### src/source/pe_config_pkg.sv
// shared types, packet field positions, command and reply codes, FSM state enums
package pe_config_pkg;

  // plain vector types
  typedef logic [133:0] net_word_t;
  typedef logic [31:0]  conf_addr_t;
  typedef logic [31:0]  conf_data_t;
  typedef logic [3:0]   conf_en_t;
  typedef logic [47:0]  mac_t;
  typedef logic [19:0]  lb_addr_t;
  // read data in the upper half, address in the lower half
  typedef logic [63:0]  rd_entry_t;

  ////////////////////
  // packet format
  ////////////////////
  localparam logic [1:0]  TAG_START   = 2'b01;
  localparam logic [1:0]  TAG_END     = 2'b10;
  localparam logic [1:0]  TAG_BODY    = 2'b00;
  localparam int          TAG_LSB     = 132;
  localparam logic [3:0]  MASK_FULL   = 4'hf;
  // first word fields
  localparam int          CMD_LSB     = 0;
  localparam int          DST_MAC_LSB = 32;
  localparam int          SRC_MAC_LSB = 80;
  // second and later word fields
  localparam int          SEL_LSB     = 16;
  localparam int          ADDR_LSB    = 16;
  localparam int          WDATA_LSB   = 48;

  // command codes in the first word
  localparam logic [1:0]  CMD_RD_PROG = 2'd0;
  localparam logic [1:0]  CMD_WR_SEL  = 2'd1;
  localparam logic [1:0]  CMD_RD_SEL  = 2'd2;
  localparam logic [1:0]  CMD_WR_PROG = 2'd3;

  // reply ethertype and reply codes
  localparam logic [15:0] ETH_TYPE_CONF = 16'h9005;
  localparam logic [15:0] REPLY_SEL     = 16'h0012;
  localparam logic [15:0] REPLY_WR_ACK  = 16'h000c;
  localparam logic [15:0] REPLY_RDATA   = 16'h0014;

  ////////////////////
  // localbus and memory
  ////////////////////
  localparam int LB_SEL_BIT    = 16;
  localparam int LB_MEM_ADDR_W = 16;
  localparam int MEM_RD_LAT    = 2;
  localparam int RD_CNT_W      = $clog2(MEM_RD_LAT + 1);
  localparam int RD_FIFO_DEPTH = 4;
  localparam int RD_PTR_W      = $clog2(RD_FIFO_DEPTH);

  // reset values
  localparam conf_en_t CONF_EN_RST   = 4'hf;
  localparam mac_t     MAC_LOCAL_RST = 48'h1111_2222_4444;
  localparam mac_t     MAC_DST_RST   = 48'h1111_2222_3333;

  // command FSM states
  typedef enum logic [3:0] {
    S_IDLE,
    S_LB_RD_WAIT,
    S_LB_ACK,
    S_LB_WAIT_END,
    S_WR_SEL,
    S_RD_SEL,
    S_WR_PROG,
    S_RD_PROG,
    S_DISCARD
  } cmd_state_e;

  // reply FSM states
  typedef enum logic [2:0] {
    TX_IDLE,
    TX_SEL_HEAD,
    TX_WR_HEAD,
    TX_RD_HEAD,
    TX_WORD2,
    TX_WORD3,
    TX_WORD4
  } tx_state_e;

endpackage

### src/source/conf_cmd_ctrl.sv
// command FSM: localbus access, network command decode, memory config port
`timescale 1ns/1ps

module conf_cmd_ctrl
  import pe_config_pkg::*;
(
  input  logic       i_clk,
  input  logic       i_rst_n,
  // localbus
  input  logic       i_cs,
  input  logic       i_wr_rd,
  input  lb_addr_t   i_address,
  input  conf_data_t i_data_in,
  output logic       o_ack_n,
  output conf_data_t o_data_out,
  // network input
  input  logic       i_net_valid,
  input  net_word_t  i_net_word,
  // memory config port
  input  conf_data_t i_conf_rdata,
  output logic       o_conf_rden,
  output logic       o_conf_wren,
  output conf_addr_t o_conf_addr,
  output conf_data_t o_conf_wdata,
  output conf_en_t   o_conf_en,
  // to read capture and reply blocks
  output logic       o_net_rd_issue,
  output logic       o_sel_req,
  output logic       o_wr_ack_req,
  output mac_t       o_reply_dst_mac,
  output mac_t       o_reply_src_mac
);

  cmd_state_e          r_state;
  logic [RD_CNT_W-1:0] r_wait_cnt;
  logic [1:0]          net_tag;
  logic                net_start;
  logic                pkt_end;

  // packet framing
  assign net_tag   = i_net_word[TAG_LSB +: 2];
  assign net_start = i_net_valid && (net_tag == TAG_START);
  // end tag, or valid dropped
  assign pkt_end   = !i_net_valid || (net_tag == TAG_END);

  always_ff @(posedge i_clk or negedge i_rst_n) begin
    if (!i_rst_n) begin
      r_state         <= S_IDLE;
      r_wait_cnt      <= '0;
      o_ack_n         <= 1'b1;
      o_data_out      <= '0;
      o_conf_rden     <= 1'b0;
      o_conf_wren     <= 1'b0;
      o_conf_addr     <= '0;
      o_conf_wdata    <= '0;
      o_conf_en       <= CONF_EN_RST;
      o_net_rd_issue  <= 1'b0;
      o_sel_req       <= 1'b0;
      o_wr_ack_req    <= 1'b0;
      o_reply_dst_mac <= MAC_DST_RST;
      o_reply_src_mac <= MAC_LOCAL_RST;
    end else begin
      // strobes last one cycle
      o_conf_rden    <= 1'b0;
      o_conf_wren    <= 1'b0;
      o_net_rd_issue <= 1'b0;

      case (r_state)
        ////////////////////
        // idle, localbus first
        ////////////////////
        S_IDLE: begin
          if (!i_cs) begin
            // upper memory address bits are zero
            o_conf_addr <= conf_addr_t'(i_address[LB_MEM_ADDR_W-1:0]);
            if (i_address[LB_SEL_BIT]) begin
              // enable register window
              if (i_wr_rd) begin
                o_conf_en <= i_data_in[$bits(conf_en_t)-1:0];
              end else begin
                o_data_out <= conf_data_t'(o_conf_en);
              end
              r_state <= S_LB_ACK;
            end else if (i_wr_rd) begin
              o_conf_wren  <= 1'b1;
              o_conf_wdata <= i_data_in;
              r_state      <= S_LB_ACK;
            end else begin
              // memory read, wait for the data
              o_conf_rden <= 1'b1;
              r_wait_cnt  <= '0;
              r_state     <= S_LB_RD_WAIT;
            end
          end else if (net_start) begin
            // reply goes back with the MACs swapped
            o_reply_dst_mac <= i_net_word[SRC_MAC_LSB +: $bits(mac_t)];
            o_reply_src_mac <= i_net_word[DST_MAC_LSB +: $bits(mac_t)];
            case (i_net_word[CMD_LSB +: 2])
              CMD_WR_SEL:  r_state <= S_WR_SEL;
              CMD_RD_SEL:  r_state <= S_RD_SEL;
              CMD_WR_PROG: r_state <= S_WR_PROG;
              CMD_RD_PROG: r_state <= S_RD_PROG;
              default:     r_state <= S_DISCARD;
            endcase
          end
        end
        ////////////////////
        // localbus
        ////////////////////
        S_LB_RD_WAIT: begin
          // sample the data at the fixed memory latency
          if (r_wait_cnt == RD_CNT_W'(MEM_RD_LAT)) begin
            o_data_out <= i_conf_rdata;
            r_state    <= S_LB_ACK;
          end else begin
            r_wait_cnt <= r_wait_cnt + 1'b1;
          end
        end
        S_LB_ACK: begin
          o_ack_n <= 1'b0;
          r_state <= S_LB_WAIT_END;
        end
        S_LB_WAIT_END: begin
          // hold ack until the host lets go of cs
          if (i_cs) begin
            o_ack_n <= 1'b1;
            r_state <= S_IDLE;
          end
        end
        ////////////////////
        // network
        ////////////////////
        S_WR_SEL: begin
          if (i_net_valid) begin
            o_conf_en <= i_net_word[SEL_LSB +: $bits(conf_en_t)];
          end
          r_state <= pkt_end ? S_IDLE : S_DISCARD;
        end
        S_RD_SEL: begin
          // ask for an enable register reply
          o_sel_req <= ~o_sel_req;
          r_state   <= pkt_end ? S_IDLE : S_DISCARD;
        end
        S_WR_PROG: begin
          // one write per arriving word
          if (i_net_valid) begin
            o_conf_wren  <= 1'b1;
            o_conf_addr  <= i_net_word[ADDR_LSB +: $bits(conf_addr_t)];
            o_conf_wdata <= i_net_word[WDATA_LSB +: $bits(conf_data_t)];
          end
          if (pkt_end) begin
            o_wr_ack_req <= ~o_wr_ack_req;
            r_state      <= S_IDLE;
          end
        end
        S_RD_PROG: begin
          // single read, result goes to the capture FIFO
          if (i_net_valid) begin
            o_conf_rden    <= 1'b1;
            o_net_rd_issue <= 1'b1;
            o_conf_addr    <= i_net_word[ADDR_LSB +: $bits(conf_addr_t)];
          end
          r_state <= pkt_end ? S_IDLE : S_DISCARD;
        end
        S_DISCARD: begin
          if (pkt_end) begin
            r_state <= S_IDLE;
          end
        end
        default: begin
          r_state <= S_IDLE;
        end
      endcase
    end
  end

  // read and write strobes never overlap on the config port
  a_strobe_excl: assert property (@(posedge i_clk) disable iff (!i_rst_n)
    !(o_conf_wren && o_conf_rden));

  // ack only falls while the host still holds cs low
  a_ack_in_cs: assert property (@(posedge i_clk) disable iff (!i_rst_n)
    $fell(o_ack_n) |-> !i_cs);

endmodule

### src/source/rd_capture_fifo.sv
// read latency delay line and small FIFO of captured network read results
`timescale 1ns/1ps

module rd_capture_fifo
  import pe_config_pkg::*;
(
  input  logic       i_clk,
  input  logic       i_rst_n,
  input  logic       i_net_rd_issue,
  input  conf_addr_t i_rd_addr,
  input  conf_data_t i_conf_rdata,
  input  logic       i_pop,
  output logic       o_empty,
  output rd_entry_t  o_entry
);

  logic [MEM_RD_LAT-1:0] r_issue_sr;
  conf_addr_t            r_addr_sr [MEM_RD_LAT];
  rd_entry_t             r_mem [RD_FIFO_DEPTH];
  logic [RD_PTR_W-1:0]   r_wr_ptr;
  logic [RD_PTR_W-1:0]   r_rd_ptr;
  logic [RD_PTR_W:0]     r_count;
  logic                  push;
  logic                  full;
  logic                  do_push;
  logic                  do_pop;

  // issue strobe delay, carries control
  always_ff @(posedge i_clk or negedge i_rst_n) begin
    if (!i_rst_n) begin
      r_issue_sr <= '0;
    end else begin
      r_issue_sr[0] <= i_net_rd_issue;
      for (int i = 1; i < MEM_RD_LAT; i++) begin
        r_issue_sr[i] <= r_issue_sr[i-1];
      end
    end
  end

  // address follows the strobe down the line
  always_ff @(posedge i_clk) begin
    r_addr_sr[0] <= i_rd_addr;
    for (int i = 1; i < MEM_RD_LAT; i++) begin
      r_addr_sr[i] <= r_addr_sr[i-1];
    end
  end

  // memory data is valid as the strobe leaves the line
  assign push    = r_issue_sr[MEM_RD_LAT-1];
  assign full    = (r_count == RD_FIFO_DEPTH);
  assign o_empty = (r_count == '0);
  assign do_push = push && !full;
  assign do_pop  = i_pop && !o_empty;
  assign o_entry = r_mem[r_rd_ptr];

  always_ff @(posedge i_clk) begin
    if (do_push) begin
      r_mem[r_wr_ptr] <= {i_conf_rdata, r_addr_sr[MEM_RD_LAT-1]};
    end
  end

  ////////////////////
  // pointers and fill count
  ////////////////////
  always_ff @(posedge i_clk or negedge i_rst_n) begin
    if (!i_rst_n) begin
      r_wr_ptr <= '0;
      r_rd_ptr <= '0;
      r_count  <= '0;
    end else begin
      if (do_push) begin
        r_wr_ptr <= (r_wr_ptr == RD_PTR_W'(RD_FIFO_DEPTH - 1)) ? '0 : r_wr_ptr + 1'b1;
      end
      if (do_pop) begin
        r_rd_ptr <= (r_rd_ptr == RD_PTR_W'(RD_FIFO_DEPTH - 1)) ? '0 : r_rd_ptr + 1'b1;
      end
      case ({do_push, do_pop})
        2'b10:   r_count <= r_count + 1'b1;
        2'b01:   r_count <= r_count - 1'b1;
        default: r_count <= r_count;
      endcase
    end
  end

  // network never has more reads in flight than the FIFO holds
  a_no_push_full: assert property (@(posedge i_clk) disable iff (!i_rst_n)
    push |-> !full);

  // reply side only pops a present entry
  a_no_pop_empty: assert property (@(posedge i_clk) disable iff (!i_rst_n)
    i_pop |-> !o_empty);

endmodule

### src/source/reply_tx.sv
// reply FSM building the four-word reply and acknowledge packets
`timescale 1ns/1ps

module reply_tx
  import pe_config_pkg::*;
(
  input  logic      i_clk,
  input  logic      i_rst_n,
  input  logic      i_sel_req,
  input  logic      i_wr_ack_req,
  input  mac_t      i_dst_mac,
  input  mac_t      i_src_mac,
  input  conf_en_t  i_conf_en,
  input  logic      i_rd_empty,
  input  rd_entry_t i_rd_entry,
  output logic      o_rd_pop,
  output logic      o_net_valid,
  output net_word_t o_net_word
);

  tx_state_e r_state;
  // local copies of the toggle flags
  logic      r_sel_seen;
  logic      r_wr_seen;
  // word 2 source, read entry or enable register
  logic      r_is_rdata;
  logic      sel_pend;
  logic      wr_pend;
  net_word_t word2;

  // first word of every reply
  function automatic net_word_t make_head(input mac_t dst, input mac_t src,
                                          input logic [15:0] code);
    net_word_t w;
    w = {TAG_START, MASK_FULL, 128'b0};
    w[DST_MAC_LSB +: $bits(mac_t)] = dst;
    w[SRC_MAC_LSB +: $bits(mac_t)] = src;
    w[31:0] = {ETH_TYPE_CONF, code};
    return w;
  endfunction

  assign sel_pend = (i_sel_req != r_sel_seen);
  assign wr_pend  = (i_wr_ack_req != r_wr_seen);

  always_comb begin
    word2 = {TAG_BODY, MASK_FULL, 128'b0};
    if (r_is_rdata) begin
      word2[ADDR_LSB +: $bits(conf_addr_t)]  = i_rd_entry[31:0];
      word2[WDATA_LSB +: $bits(conf_data_t)] = i_rd_entry[63:32];
    end else begin
      word2[SEL_LSB +: $bits(conf_en_t)] = i_conf_en;
    end
  end

  always_ff @(posedge i_clk or negedge i_rst_n) begin
    if (!i_rst_n) begin
      r_state     <= TX_IDLE;
      r_sel_seen  <= 1'b0;
      r_wr_seen   <= 1'b0;
      r_is_rdata  <= 1'b0;
      o_rd_pop    <= 1'b0;
      o_net_valid <= 1'b0;
      o_net_word  <= '0;
    end else begin
      o_rd_pop <= 1'b0;
      case (r_state)
        TX_IDLE: begin
          // gap cycle, then pick by priority
          o_net_valid <= 1'b0;
          if (sel_pend) begin
            r_state <= TX_SEL_HEAD;
          end else if (wr_pend) begin
            r_state <= TX_WR_HEAD;
          end else if (!i_rd_empty) begin
            r_state <= TX_RD_HEAD;
          end
        end
        TX_SEL_HEAD: begin
          o_net_valid <= 1'b1;
          o_net_word  <= make_head(i_dst_mac, i_src_mac, REPLY_SEL);
          r_sel_seen  <= i_sel_req;
          r_is_rdata  <= 1'b0;
          r_state     <= TX_WORD2;
        end
        TX_WR_HEAD: begin
          o_net_valid <= 1'b1;
          o_net_word  <= make_head(i_dst_mac, i_src_mac, REPLY_WR_ACK);
          r_wr_seen   <= i_wr_ack_req;
          r_is_rdata  <= 1'b0;
          r_state     <= TX_WORD2;
        end
        TX_RD_HEAD: begin
          o_net_valid <= 1'b1;
          o_net_word  <= make_head(i_dst_mac, i_src_mac, REPLY_RDATA);
          r_is_rdata  <= 1'b1;
          r_state     <= TX_WORD2;
        end
        TX_WORD2: begin
          o_net_word <= word2;
          // entry taken, release it
          o_rd_pop   <= r_is_rdata;
          r_state    <= TX_WORD3;
        end
        TX_WORD3: begin
          o_net_word <= {TAG_BODY, MASK_FULL, 128'd1};
          r_state    <= TX_WORD4;
        end
        TX_WORD4: begin
          o_net_word <= {TAG_END, MASK_FULL, 128'd2};
          r_state    <= TX_IDLE;
        end
        default: begin
          r_state <= TX_IDLE;
        end
      endcase
    end
  end

  // every reply is start word, two body words, end word
  a_reply_frame: assert property (@(posedge i_clk) disable iff (!i_rst_n)
    $rose(o_net_valid) |-> o_net_word[TAG_LSB +: 2] == TAG_START
      ##3 (o_net_valid && o_net_word[TAG_LSB +: 2] == TAG_END));

endmodule

### src/source/pe_config_top.sv
// top level of the PE config port: command FSM, read capture FIFO, reply FSM
`timescale 1ns/1ps

module pe_config_top
  import pe_config_pkg::*;
(
  input  logic       i_clk,
  input  logic       i_rst_n,
  // localbus
  input  logic       i_cs,
  input  logic       i_wr_rd,
  input  lb_addr_t   i_address,
  input  conf_data_t i_data_in,
  output logic       o_ack_n,
  output conf_data_t o_data_out,
  // network
  input  logic       i_net_valid,
  input  net_word_t  i_net_word,
  output logic       o_net_valid,
  output net_word_t  o_net_word,
  // memory config port
  output logic       o_conf_rden,
  output logic       o_conf_wren,
  output conf_addr_t o_conf_addr,
  output conf_data_t o_conf_wdata,
  input  conf_data_t i_conf_rdata,
  output conf_en_t   o_conf_en
);

  // command FSM to capture and reply
  logic      net_rd_issue;
  logic      sel_req;
  logic      wr_ack_req;
  mac_t      reply_dst_mac;
  mac_t      reply_src_mac;
  // capture FIFO to reply
  logic      rd_empty;
  rd_entry_t rd_entry;
  logic      rd_pop;

  conf_cmd_ctrl u_cmd (
    .i_clk           (i_clk),
    .i_rst_n         (i_rst_n),
    .i_cs            (i_cs),
    .i_wr_rd         (i_wr_rd),
    .i_address       (i_address),
    .i_data_in       (i_data_in),
    .o_ack_n         (o_ack_n),
    .o_data_out      (o_data_out),
    .i_net_valid     (i_net_valid),
    .i_net_word      (i_net_word),
    .i_conf_rdata    (i_conf_rdata),
    .o_conf_rden     (o_conf_rden),
    .o_conf_wren     (o_conf_wren),
    .o_conf_addr     (o_conf_addr),
    .o_conf_wdata    (o_conf_wdata),
    .o_conf_en       (o_conf_en),
    .o_net_rd_issue  (net_rd_issue),
    .o_sel_req       (sel_req),
    .o_wr_ack_req    (wr_ack_req),
    .o_reply_dst_mac (reply_dst_mac),
    .o_reply_src_mac (reply_src_mac)
  );

  // read address rides along with the issue strobe
  rd_capture_fifo u_rdfifo (
    .i_clk          (i_clk),
    .i_rst_n        (i_rst_n),
    .i_net_rd_issue (net_rd_issue),
    .i_rd_addr      (o_conf_addr),
    .i_conf_rdata   (i_conf_rdata),
    .i_pop          (rd_pop),
    .o_empty        (rd_empty),
    .o_entry        (rd_entry)
  );

  reply_tx u_tx (
    .i_clk        (i_clk),
    .i_rst_n      (i_rst_n),
    .i_sel_req    (sel_req),
    .i_wr_ack_req (wr_ack_req),
    .i_dst_mac    (reply_dst_mac),
    .i_src_mac    (reply_src_mac),
    .i_conf_en    (o_conf_en),
    .i_rd_empty   (rd_empty),
    .i_rd_entry   (rd_entry),
    .o_rd_pop     (rd_pop),
    .o_net_valid  (o_net_valid),
    .o_net_word   (o_net_word)
  );

endmodule

### config.mk
export PLATFORM = sky130hd
export DESIGN_NAME = pe_config_top
export DESIGN_NICKNAME = d
export VERILOG_FILES = /design/src/source/pe_config_pkg.sv /design/src/source/conf_cmd_ctrl.sv /design/src/source/rd_capture_fifo.sv /design/src/source/reply_tx.sv /design/src/source/pe_config_top.sv
export SDC_FILE = /design/constraint.sdc
export NUM_CORES = 1
export LEC_CHECK = 0
export ABC_CLOCK_PERIOD_IN_PS = 6990
export BUFFER_PORTS_ARGS = -buffer_cell sky130_fd_sc_hd__buf_4
export CAP_MARGIN = 5
export CORE_MARGIN = 2
export CORE_UTILIZATION = 62
export CTS_BUF_LIST = sky130_fd_sc_hd__clkbuf_8
export CTS_CLUSTER_SIZE = 20
export DETAILED_ROUTE_END_ITERATION = 6
export GPL_TIMING_DRIVEN = 1
export PLACE_DENSITY_LB_ADDON = 0.1
export SYNTH_ARGS = -nofsm -noshare
export SYNTH_HDL_FRONTEND = slang
export SYNTH_SLANG_ARGS = --single-unit
### constraint.sdc
create_clock -name i_clk -period 6.99 [get_ports i_clk]
set_input_delay 0.3495 -clock i_clk [delete_from_list [all_inputs] [get_ports i_clk]]
set_output_delay 0.3495 -clock i_clk [all_outputs]
set_load 0.01 [all_outputs]
==> results of run 1 <==
-- metrics by stage --
| step | setup WS (ns) | total power [W] | util, % | cells |
|---|---|---|---|---|
| floorplan | 4.13 | 0.00726 | - | 1533 |
| global placement | 3.86 | 0.00850 | 71.6 | 2394 |
| detailed placement | 3.84 | 0.00862 | 71.6 | 2394 |
| CTS | 3.80 | 0.0117 | 80.6 | 2748 |
| global route | 3.65 | 0.0123 | 80.6 | 2750 |
| finish | 3.78 | 0.0117 | 80.7 | 2752 |
-- path summary, 6_finish.rpt --
check | endpoint | slack (ns) | cells after the start
setup reg to reg | u_cmd.o_reply_src_mac[28] | 3.78 | 4
min in group asynchronous | u_cmd.o_data_out[17] | 0.32 | 2
hold reg to reg | u_rdfifo.r_addr_sr[0][48] | 0.32 | 0
max in group asynchronous | u_cmd.o_conf_wdata[4] | 5.10 | 3
hold / removal | u_cmd.o_conf_en[0] | 0.04 | 3
setup / recovery | u_cmd.o_reply_src_mac[28] | 3.78 | 4
-- layout make-up --
| cell class | instances | area, sq um |
|---|---|---|
| timing repair buffer | 603 | 4950 |
| clock inverter | 75 | 358 |
| multi-input combinational | 747 | 6760 |
| fill | 2085 | 7680 |
| inverter | 17 | 63.8 |
| sequential | 665 | 17700 |
| antenna | 4 | 10.0 |
| tap | 525 | 657 |
| clock buffer | 116 | 1600 |
-- power by group through the flow --
stage / logic (W) / clock network [W] / registers, W
2_1_floorplan: 0.00156 / 0 / 0.00570
3_5_place_dp: 0.00288 / 0 / 0.00574
6_report: 0.00298 / 0.00304 / 0.00570
5_1_grt: 0.00321 / 0.00328 / 0.00580
4_1_cts: 0.00297 / 0.00309 / 0.00568
3_3_place_gp: 0.00281 / 0 / 0.00569
-- registers in the layout, summed over array words and instances, names as in the netlist, 2 cells and up --
signal,cells
u_rdfifo.r_rd_ptr,2
u_tx.r_state,3
u_rdfifo.r_addr_sr,64
u_cmd.o_conf_addr,32
u_rdfifo.r_mem,256
u_cmd.o_reply_dst_mac,48
u_cmd.r_wait_cnt,2
u_cmd.r_state,4
u_cmd.o_reply_src_mac,48
u_rdfifo.r_count,3
u_cmd.o_conf_en,4
u_rdfifo.r_wr_ptr,2
u_cmd.o_data_out,32
u_tx.o_net_word,120
u_cmd.o_conf_wdata,32
u_rdfifo.r_issue_sr,2
-- cell usage in the layout, fill, tap and decap left out, drive strengths merged, types with 4 or more instances in the layout --
cell         count
buf            440
dfrtp          312
edfxtp         256
dlygate4sd3    163
mux2           163
nand2          125
clkbuf         116
o21ai          103
a22o            89
mux4            64
dfxtp           64
inv             59
a22oi           49
dfstp           33
mux2i           29
clkinv          29
nor2            17
conb            11
nor3            11
a21oi           10
and2             9
ha               7
nand2b           6
xor2             5
a21o             5
diode            4
o31ai            4
nor4             4
-- critical path: cells and delay by family, from the launching register on --
kind / cells / cell delay, ns
DFF: 1 / 0.67
muxes: 1 / 0.40
buffers and inverters: 1 / 0.68
and+or+nand+nor: 2 / 1.25
-- repair_timing --
action,CTS,global route
hold buffers,163,0
setup buffers,0,0
hold endpoints to repair,385,0
-- cells by family (layout without fill, tap and decap cells) --
kind of cell	Yosys count	in the layout
flops	665	665
compound gates	276	276
mux	256	256
simple gates	188	188
buf+inv	121	811
fa+ha+maj	8	8
xor+xnor	8	8
other cells	1	15
-- per-layer routing --
layer / up-vias / global-route usage (%)
li1: 6927 / -
met1: 7969 / 38.7
met2: 603 / 45.8
met3: 98 / 7.19
met4: 0 / 10.2
met5: - / 0
==> results.json, run 1 <==
{
  "status": "finished, final reports clean",
  "synth-edff-count": 256,
  "yosys.area_share.adder_pct": 0.432,
  "cts_max_level": 3,
  "boundaryPins": 461,
  "cts-buffers-inserted": 101,
  "grt_first_pass_wirelength_microns": 91100,
  "synth_compound_area_share_pct": 7.66,
  "critPathLaunch": "u_cmd.r_state[0]",
  "sw_frac_of_total_pct": 30.4,
  "antenna_found_initial": 2,
  "grt_max_degree": 167,
  "cts.sink_count": 665,
  "clockBufferDepth": 3,
  "yosysTopAreaCellShare_pct": 31.3,
  "gr-total-overflow": 0,
  "routed.top_layer": "met4",
  "wl_per_cell_microns": 21.6,
  "crit_type": "reg -> reg",
  "clk_pin_slew_worst_paths_ns": 0.06,
  "ys_seq_area_share_pct": 70.8,
  "io_buffers": 428,
  "fin_crit_sh_pct": 46.0,
  "period_needed_ns": 3.21,
  "cp_cell_sequence": "nor4_4 > nand3_4 > buf_4 > mux2_4",
  "drive_gt1_share_pct": 38.2,
  "die_area_sq_mm": 0.0418,
  "worstHoldStart": "i_net_word[16]",
  "p_leak_nw": 13.8,
  "power_switching_w": 0.00357,
  "cp_slowest_cell": "nand3_4",
  "slew_headroom_pct": 23.7,
  "start_util_pct": 62.7,
  "hp-class": "in -> reg",
  "synthSimpleGateAreaFrac_pct": 3.59,
  "cp_max_fo": 53,
  "p_per_area_mw_per_mm2": 365,
  "reg2reg_from": "u_cmd.r_state[0]",
  "drt-pass1-iter-count": 5,
  "cap_violations": 0,
  "cts_root_buffer": "clkbuf_8",
  "slew_viol_final": 0,
  "synthTopCellsByArea": "dfrtp_1 (31%), edfxtp_1 (31%), mux4_2 (5.8%), mux2_2 (5.6%), dfxtp_1 (5.1%)",
  "synth_top_family_by_area": "multiplexers",
  "ys_seq_elements": 665,
  "cts_tree": "built",
  "vias": 15597,
  "cp_slowest_stage_delay_ns": 0.79,
  "drt_iter0_markers": 1225,
  "place.gp.congestion": 0.823,
  "wl_met2_microns": 28900,
  "synth-xor-area-share_pct": 0.281,
  "hold_viol": 0,
  "power_frac_clock_pct": 26.0,
  "syn_area_sq_mm": 0.0249,
  "avgSynthCellArea_sq_um": 16.4,
  "rsz0062_at_grt": "false",
  "vias_per_cell": 5.67,
  "cp-end-kind": "flip-flop",
  "yosys_warnings": 0,
  "yosys.area.top_type": "dfrtp_1",
  "async_flop_share_pct": 51.9,
  "fp.coreArea_sq_mm": 0.0397,
  "drt-total-wl_microns": 59400,
  "area_growth_syn_to_layout_pct": 28.6,
  "num_rows": 73,
  "setup_viol": 0,
  "fin_skew_ns": 0.0218,
  "p_comb_share_pct": 25.4,
  "cts_resized": 0,
  "die_y_microns": 205,
  "ant_nets": 0,
  "post-dp-hpwl_microns": 34500,
  "fp.dieW_microns": 205,
  "grt_pass1_vias": 16445,
  "required_ns": 7.52,
  "wl_met3_microns": 4660,
  "vdd_drop_max_mv": 0.287,
  "tightest_slew_ns": 1.14,
  "synth_cell_types": 61,
  "design_area_sq_mm": 0.0320,
  "clock_latency_ns": 0.66,
  "met1Wirelength_microns": 24200,
  "synth_most_common_cell": "dfrtp_1",
  "fin_tns_setup_ns": 0,
  "power.share.sequential_pct": 48.6,
  "whs_ns": 0.0437,
  "synth.mux.area_fraction_pct": 14.7,
  "intPower_w": 0.00815,
  "start_kind": "flip-flop",
  "grt_usage_pct": 28.6,
  "timing.fmax_mhz": 311,
  "netlist_instances": 1523,
  "drc": 0,
  "synth_top_flop_cell": "dfrtp_1",
  "yosys-top-cells-count": "dfrtp_1 (312), edfxtp_1 (256), mux2_2 (125), nand2_1 (125), o21ai_0 (90)",
  "place_area_sq_mm": 0.0285,
  "layout.nets": 2366,
  "crit_arrival_ns": 3.74
}
Power figures use the tool's default switching activity.
==> inputs of run 2 (changes only) <==
--- a/config.mk
+++ b/config.mk
@@ -5,11 +5,11 @@
 export SDC_FILE = /design/constraint.sdc
 export NUM_CORES = 1
 export LEC_CHECK = 0
-export ABC_CLOCK_PERIOD_IN_PS = 6990
+export ABC_CLOCK_PERIOD_IN_PS = 3070
 export BUFFER_PORTS_ARGS = -buffer_cell sky130_fd_sc_hd__buf_4
 export CAP_MARGIN = 5
 export CORE_MARGIN = 2
-export CORE_UTILIZATION = 62
+export CORE_UTILIZATION = 57
 export CTS_BUF_LIST = sky130_fd_sc_hd__clkbuf_8
 export CTS_CLUSTER_SIZE = 20
 export DETAILED_ROUTE_END_ITERATION = 6
==> constraint.sdc (replaced) <==
create_clock -name i_clk -period 3.07 [get_ports i_clk]
set_input_delay 0.1535 -clock i_clk [delete_from_list [all_inputs] [get_ports i_clk]]
set_output_delay 0.1535 -clock i_clk [all_outputs]
set_load 0.01 [all_outputs]
==> run 2 against run 1 <==
Compared with the run above: global-route usage shrank 1.5 points; hold slack improved by 0.016 ns; setup slack got worse by 3.3 ns; first-iteration DRC count increased by 5.7%; core utilization down 4.0 points; count of clock-buffer cells in the layout increased by 5; total power up 130%; fmax up 24%; wire length rose by 2.2%; die area up 8.6%; clock skew is 0.0014 ns higher; clock power rose by 140%; critical path type unchanged; highest routed layer unchanged.
==> results.json, run 2 (synthesized netlist as in run 1, its figures left out) <==
{
  "boundaryPins": 461,
  "cts-buffers-inserted": 103,
  "period_needed_ns": 2.59,
  "cp_slowest_cell": "dfrtp_1",
  "grt_first_pass_wirelength_microns": 92900,
  "fin_skew_ns": 0.0232,
  "top_regs": "u_rdfifo.r_mem x256, u_tx.o_net_word x120, u_rdfifo.r_addr_sr x64",
  "fp.dieW_microns": 213,
  "crit_type": "reg -> reg",
  "worst-path-buf-inv": 2,
  "reg2reg_from": "u_cmd.r_state[2]",
  "crit_arrival_ns": 3.13,
  "cp_cell_sequence": "nand2_1 > nor2_4 > buf_12 > mux2i_1 > dlygate4sd3_1 > o21ai_1",
  "drt_iter0_markers": 1295,
  "cts_resized": 0,
  "slew_headroom_pct": 54.7,
  "cp_slowest_stage_delay_ns": 0.74,
  "fp.coreArea_sq_mm": 0.0431,
  "grt_max_degree": 78,
  "hold_viol": 0,
  "tightest_slew_ns": 0.679,
  "postCtsSetupBuffers": 0,
  "endpoint": "u_cmd.o_conf_addr[12]",
  "p_leak_nw": 14.3,
  "design_area_sq_mm": 0.0330,
  "cp_max_fo": 19,
  "ant_nets": 0,
  "status": "finished, final reports clean",
  "whs_ns": 0.0594,
  "vias": 15575,
  "largest_reg_flops": 256,
  "clk_pin_slew_worst_paths_ns": 0.06,
  "fin_crit_sh_pct": 84.5,
  "timing.fmax_mhz": 385,
  "die_area_sq_mm": 0.0454,
  "layout.nets": 2434,
  "final_cell_mix": "buf_4 (447), dfrtp_1 (310), edfxtp_1 (256)",
  "clockBufferDepth": 3,
  "place.gp.congestion": 0.797,
  "cp-end-kind": "flip-flop",
  "hp-class": "in -> async",
  "p_per_area_mw_per_mm2": 824,
  "r2r_slack_ns": 0.48,
  "critPathLaunch": "u_cmd.r_state[2]",
  "required_ns": 3.60,
  "reg2reg_depth": 6,
  "grt_pass1_vias": 16533,
  "regMostFlops": "u_rdfifo.r_mem",
  "cts_root_buffer": "clkbuf_8",
  "place_area_sq_mm": 0.0289,
  "start_kind": "flip-flop",
  "clock_latency_ns": 0.67,
  "mostFrequentLayoutCell": "buf_4",
  "slew_viol_final": 0,
  "fin_tns_setup_ns": 0,
  "num_rows": 76,
  "crit_cells": 6,
  "rsz0062_at_grt": "false",
  "drt-pass1-iter-count": 5,
  "post-dp-hpwl_microns": 37200,
  "gr-total-overflow": 0,
  "start_util_pct": 57.9,
  "crit_family": "buffers and inverters",
  "cts_tree": "built",
  "area_growth_syn_to_layout_pct": 32.4,
  "vdd_drop_max_mv": 0.487,
  "die_y_microns": 213,
  "drc": 0,
  "setup_viol": 0,
  "cts_max_level": 3,
  "wl_per_cell_microns": 21.1,
  "cap_violations": 0,
  "reg2reg_to": "u_cmd.o_conf_addr[12]",
  "cts.sink_count": 665,
  "hold_buffers": 205,
  "antenna_found_initial": 2,
  "drt-total-wl_microns": 60700,
  "io_buffers": 428,
  "grt_usage_pct": 27.2,
  "drive_gt1_share_pct": 38.7,
  "vias_per_cell": 5.41
}
[run 2: changes by cell type in the layout (fill, tap and decap cells not counted)]
cell,change
dlygate4sd3_1,+42
buf_12,+15
buf_4,+9
clkinv_2,+9
clkinv_1,-7
clkbuf_8,+5
inv_1,-4
diode_2,-3
bufinv_16,+2
inv_8,-2
inv_6,-1
[run 2: stage by stage]
step           util [%]  cells  power [W]  worst slack (ns)
2_1_floorplan         -   1533     0.0165             0.215
6_report           76.6   2877     0.0272             0.476
4_1_cts            76.6   2876     0.0273             0.510
3_3_place_gp       67.1   2478     0.0196             0.687
5_1_grt            76.6   2877     0.0286             0.323
3_5_place_dp       67.1   2478     0.0198             0.659
[run 2: area by class of cell]
class / count / area, sq um
tap: 585 / 732
multi-input combinational: 747 / 6760
inverter: 17 / 63.8
clock buffer: 121 / 1670
timing repair buffer: 669 / 5740
sequential: 665 / 17700
antenna: 1 / 2.50
clock inverter: 72 / 390
fill: 2538 / 10100
[run 2: metal layers]
layer	vias to the layer above	routed length, microns	part of all wire [%]	GRT usage, %
met3	117	3910	6.4	6.57
met1	7868	25300	42	36.5
met5	-	0	0	0
met2	530	29700	49	43.7
li1	7060	-	-	-
met4	0	1750	2.9	9.67
[run 2: worst min-delay path by stage]
stage	startpoint	to	slack, ns	depth (start not counted)
after floorplan	i_rst_n	u_cmd.o_conf_addr[0]	-0.14	0
after global placement	i_rst_n	u_cmd.o_data_out[18]	0.17	1
after detailed placement	i_rst_n	u_cmd.o_data_out[18]	0.17	1
after CTS	i_net_word[1]	u_cmd.r_state[1]	0.02	5
after global routing	i_net_word[1]	u_cmd.r_state[1]	0.05	5
final	i_rst_n	u_tx.o_net_word[65]	0.06	2
[run 2: power by group]
part	switching, W	total [W]	leakage (nW)	internal (W)
registers	0.00144	0.0129	7.43	0.0115
logic	0.00337	0.00709	5.63	0.00372
clock network	0.00337	0.00722	1.19	0.00385
[run 2: worst reg2reg max path, stage by stage, from the launching register on]
cell and delay [ns]:
dfrtp_1 0.74, nand2_1 0.19, nor2_4 0.43, buf_12 0.25
mux2i_1 0.24, dlygate4sd3_1 0.58, o21ai_1 0.06
==> inputs of run 3 (changes only) <==
--- a/config.mk
+++ b/config.mk
@@ -5,7 +5,7 @@
 export SDC_FILE = /design/constraint.sdc
 export NUM_CORES = 1
 export LEC_CHECK = 0
-export ABC_CLOCK_PERIOD_IN_PS = 3070
+export ABC_CLOCK_PERIOD_IN_PS = 2700
 export BUFFER_PORTS_ARGS = -buffer_cell sky130_fd_sc_hd__buf_4
 export CAP_MARGIN = 5
 export CORE_MARGIN = 2
==> constraint.sdc (replaced) <==
create_clock -name i_clk -period 2.7 [get_ports i_clk]
set_input_delay 0.135 -clock i_clk [delete_from_list [all_inputs] [get_ports i_clk]]
set_output_delay 0.135 -clock i_clk [all_outputs]
set_load 0.01 [all_outputs]
==> run 3 against run 2 <==
Compared with the run above: global-route usage hardly changed; wire length is 0.23% higher; largest cell class unchanged; critical path type unchanged; sequential share of layout area down 0.34 points; via count is 1.7% higher; critical path depth increased by 1; non-clock buffer count increased by 12.
==> results.json, run 3 (synthesized netlist as in run 1, its figures left out) <==
{
  "clockBufferDepth": 3,
  "tightest_slew_ns": 0.769,
  "cts_root_buffer": "clkbuf_8",
  "ant_nets": 0,
  "intPower_w": 0.0218,
  "timing.fmax_mhz": 399,
  "num_rows": 76,
  "largest_reg_flops": 256,
  "hp-class": "in -> reg",
  "vias_per_cell": 5.47,
  "vdd_drop_max_mv": 0.570,
  "rsz0062_at_grt": "false",
  "ff_latch_area_sq_mm": 0.0177,
  "drt-total-wl_microns": 60800,
  "worst-path-buf-inv": 3,
  "cp-end-kind": "flip-flop",
  "drt-pass1-iter-count": 5,
  "clk_pin_slew_worst_paths_ns": 0.07,
  "fin_tns_setup_ns": 0,
  "cts_max_level": 3,
  "clock_latency_ns": 0.66,
  "crit_type": "reg -> reg",
  "drc": 0,
  "grt_max_degree": 78,
  "grt_pass1_vias": 16883,
  "fin_skew_ns": 0.0297,
  "boundaryPins": 461,
  "filler_cell_count": 2507,
  "layout.nets": 2446,
  "p_leak_nw": 14.3,
  "cp_slowest_stage_delay_ns": 0.59,
  "sw_frac_of_total_pct": 30.1,
  "pre_cts_slack_ns": 0.551,
  "p_per_area_mw_per_mm2": 938,
  "crit_arrival_ns": 3.02,
  "setup_viol": 0,
  "cp_max_fo": 16,
  "gr-total-overflow": 0,
  "fp.coreArea_sq_mm": 0.0431,
  "power.share.sequential_pct": 47.0,
  "top_regs": "u_rdfifo.r_mem x256, u_tx.o_net_word x120, u_rdfifo.r_addr_sr x64",
  "wl_per_cell_microns": 21.0,
  "start_kind": "flip-flop",
  "grt_first_pass_wirelength_microns": 93500,
  "cts-buffers-inserted": 103,
  "slew_viol_final": 0,
  "place.gp.congestion": 0.811,
  "start_util_pct": 57.9,
  "postCtsSetupBuffers": 0,
  "power_frac_clock_pct": 26.7,
  "grt_usage_pct": 27.2,
  "mostFrequentLayoutCell": "buf_4",
  "antenna_found_initial": 4,
  "cp_cell_sequence": "buf_4 > nand2_1 > nor2_4 > buf_12 > mux2i_1 > dlygate4sd3_1 > o21ai_1",
  "status": "finished, final reports clean",
  "required_ns": 3.21,
  "cts_tree": "built",
  "post-dp-hpwl_microns": 36900,
  "power_switching_w": 0.00937,
  "p_comb_share_pct": 26.2,
  "vias": 15833,
  "die_y_microns": 213,
  "regMostFlops": "u_rdfifo.r_mem",
  "cts.sink_count": 665,
  "fp.dieW_microns": 213,
  "io_buffers": 428,
  "fin_crit_sh_pct": 92.9,
  "drive_gt1_share_pct": 39.0,
  "multiInputGateArea_sq_mm": 0.00676,
  "setup_ws_ns": 0.192,
  "whs_ns": 0.0694,
  "die_area_sq_mm": 0.0454,
  "cp_slowest_cell": "dlygate4sd3_1",
  "period_needed_ns": 2.51,
  "crit_family": "buffers and inverters",
  "drt_iter0_markers": 1284,
  "slew_headroom_pct": 48.7,
  "final_cell_mix": "buf_4 (451), dfrtp_1 (309), edfxtp_1 (256)",
  "cap_violations": 0,
  "area_growth_syn_to_layout_pct": 33.3,
  "hold_viol": 0
}
## run 3: path summary, 6_finish.rpt
kind / startpoint / end / slack, ns / depth (start not counted)
setup / recovery: u_cmd.r_state[1] / u_cmd.o_conf_addr[9] / 0.19 / 7
hold / removal: i_net_word[132] / u_cmd.r_state[2] / 0.07 / 4
setup reg to reg: u_cmd.r_state[1] / u_cmd.o_conf_addr[9] / 0.19 / 7
hold reg to reg: u_rdfifo.r_addr_sr[0][28] / u_rdfifo.r_addr_sr[0][60] / 0.31 / 0
max in group asynchronous: i_rst_n / u_cmd.o_ack_n / 1.77 / 3
min in group asynchronous: i_rst_n / u_cmd.o_data_out[22] / 0.09 / 2
## run 3: worst register-to-register path, cell delays in order (launching register included)
cell and delay [ns]:
dfrtp_1 0.47, buf_4 0.23, nand2_1 0.10, nor2_4 0.45, buf_12 0.24, mux2i_1 0.22, dlygate4sd3_1 0.59, o21ai_1 0.06
## run 3: stage by stage
step,cells,power (W),utilization [%],instance area [sq um]
after floorplan,1533,0.0188,-,25000
after global placement,2489,0.0224,67.5,29100
after detailed placement,2489,0.0227,67.5,29100
after CTS,2888,0.0313,77.1,33200
after global routing,2891,0.0327,77.1,33200
final,2892,0.0312,77.1,33200
## run 3: layer usage
metal	GRT usage (%)	wire length, microns
met5	0	0
met4	9.40	1410
met3	6.30	4190
met2	43.7	29600
met1	36.9	25700
## run 3: power by group through the flow
stage / clock [W] / sequential [W] / combinational, W
detailed placement: 0 / 0.0148 / 0.00790
floorplan: 0 / 0.0148 / 0.00404
global route: 0.00894 / 0.0149 / 0.00884
global placement: 0 / 0.0146 / 0.00773
CTS: 0.00850 / 0.0146 / 0.00816
finish: 0.00833 / 0.0147 / 0.00817
## run 3: area by class of cell
cell class                 instances  share of cell area, %
clock buffer                     121                   5.01
antenna                            4                 0.0301
timing repair buffer             681                   17.8
clock inverter                    72                   1.25
tap                              585                   2.20
inverter                          17                  0.192
multi-input combinational        747                   20.3
sequential                       665                   53.1
## run 3: what timing repair did
item                                    4_1_cts  5_1_grt
hold endpoints to repair                    448        0
hold buffers                                206        0
resized for setup                             0        1
endpoints found under the setup margin        0       10
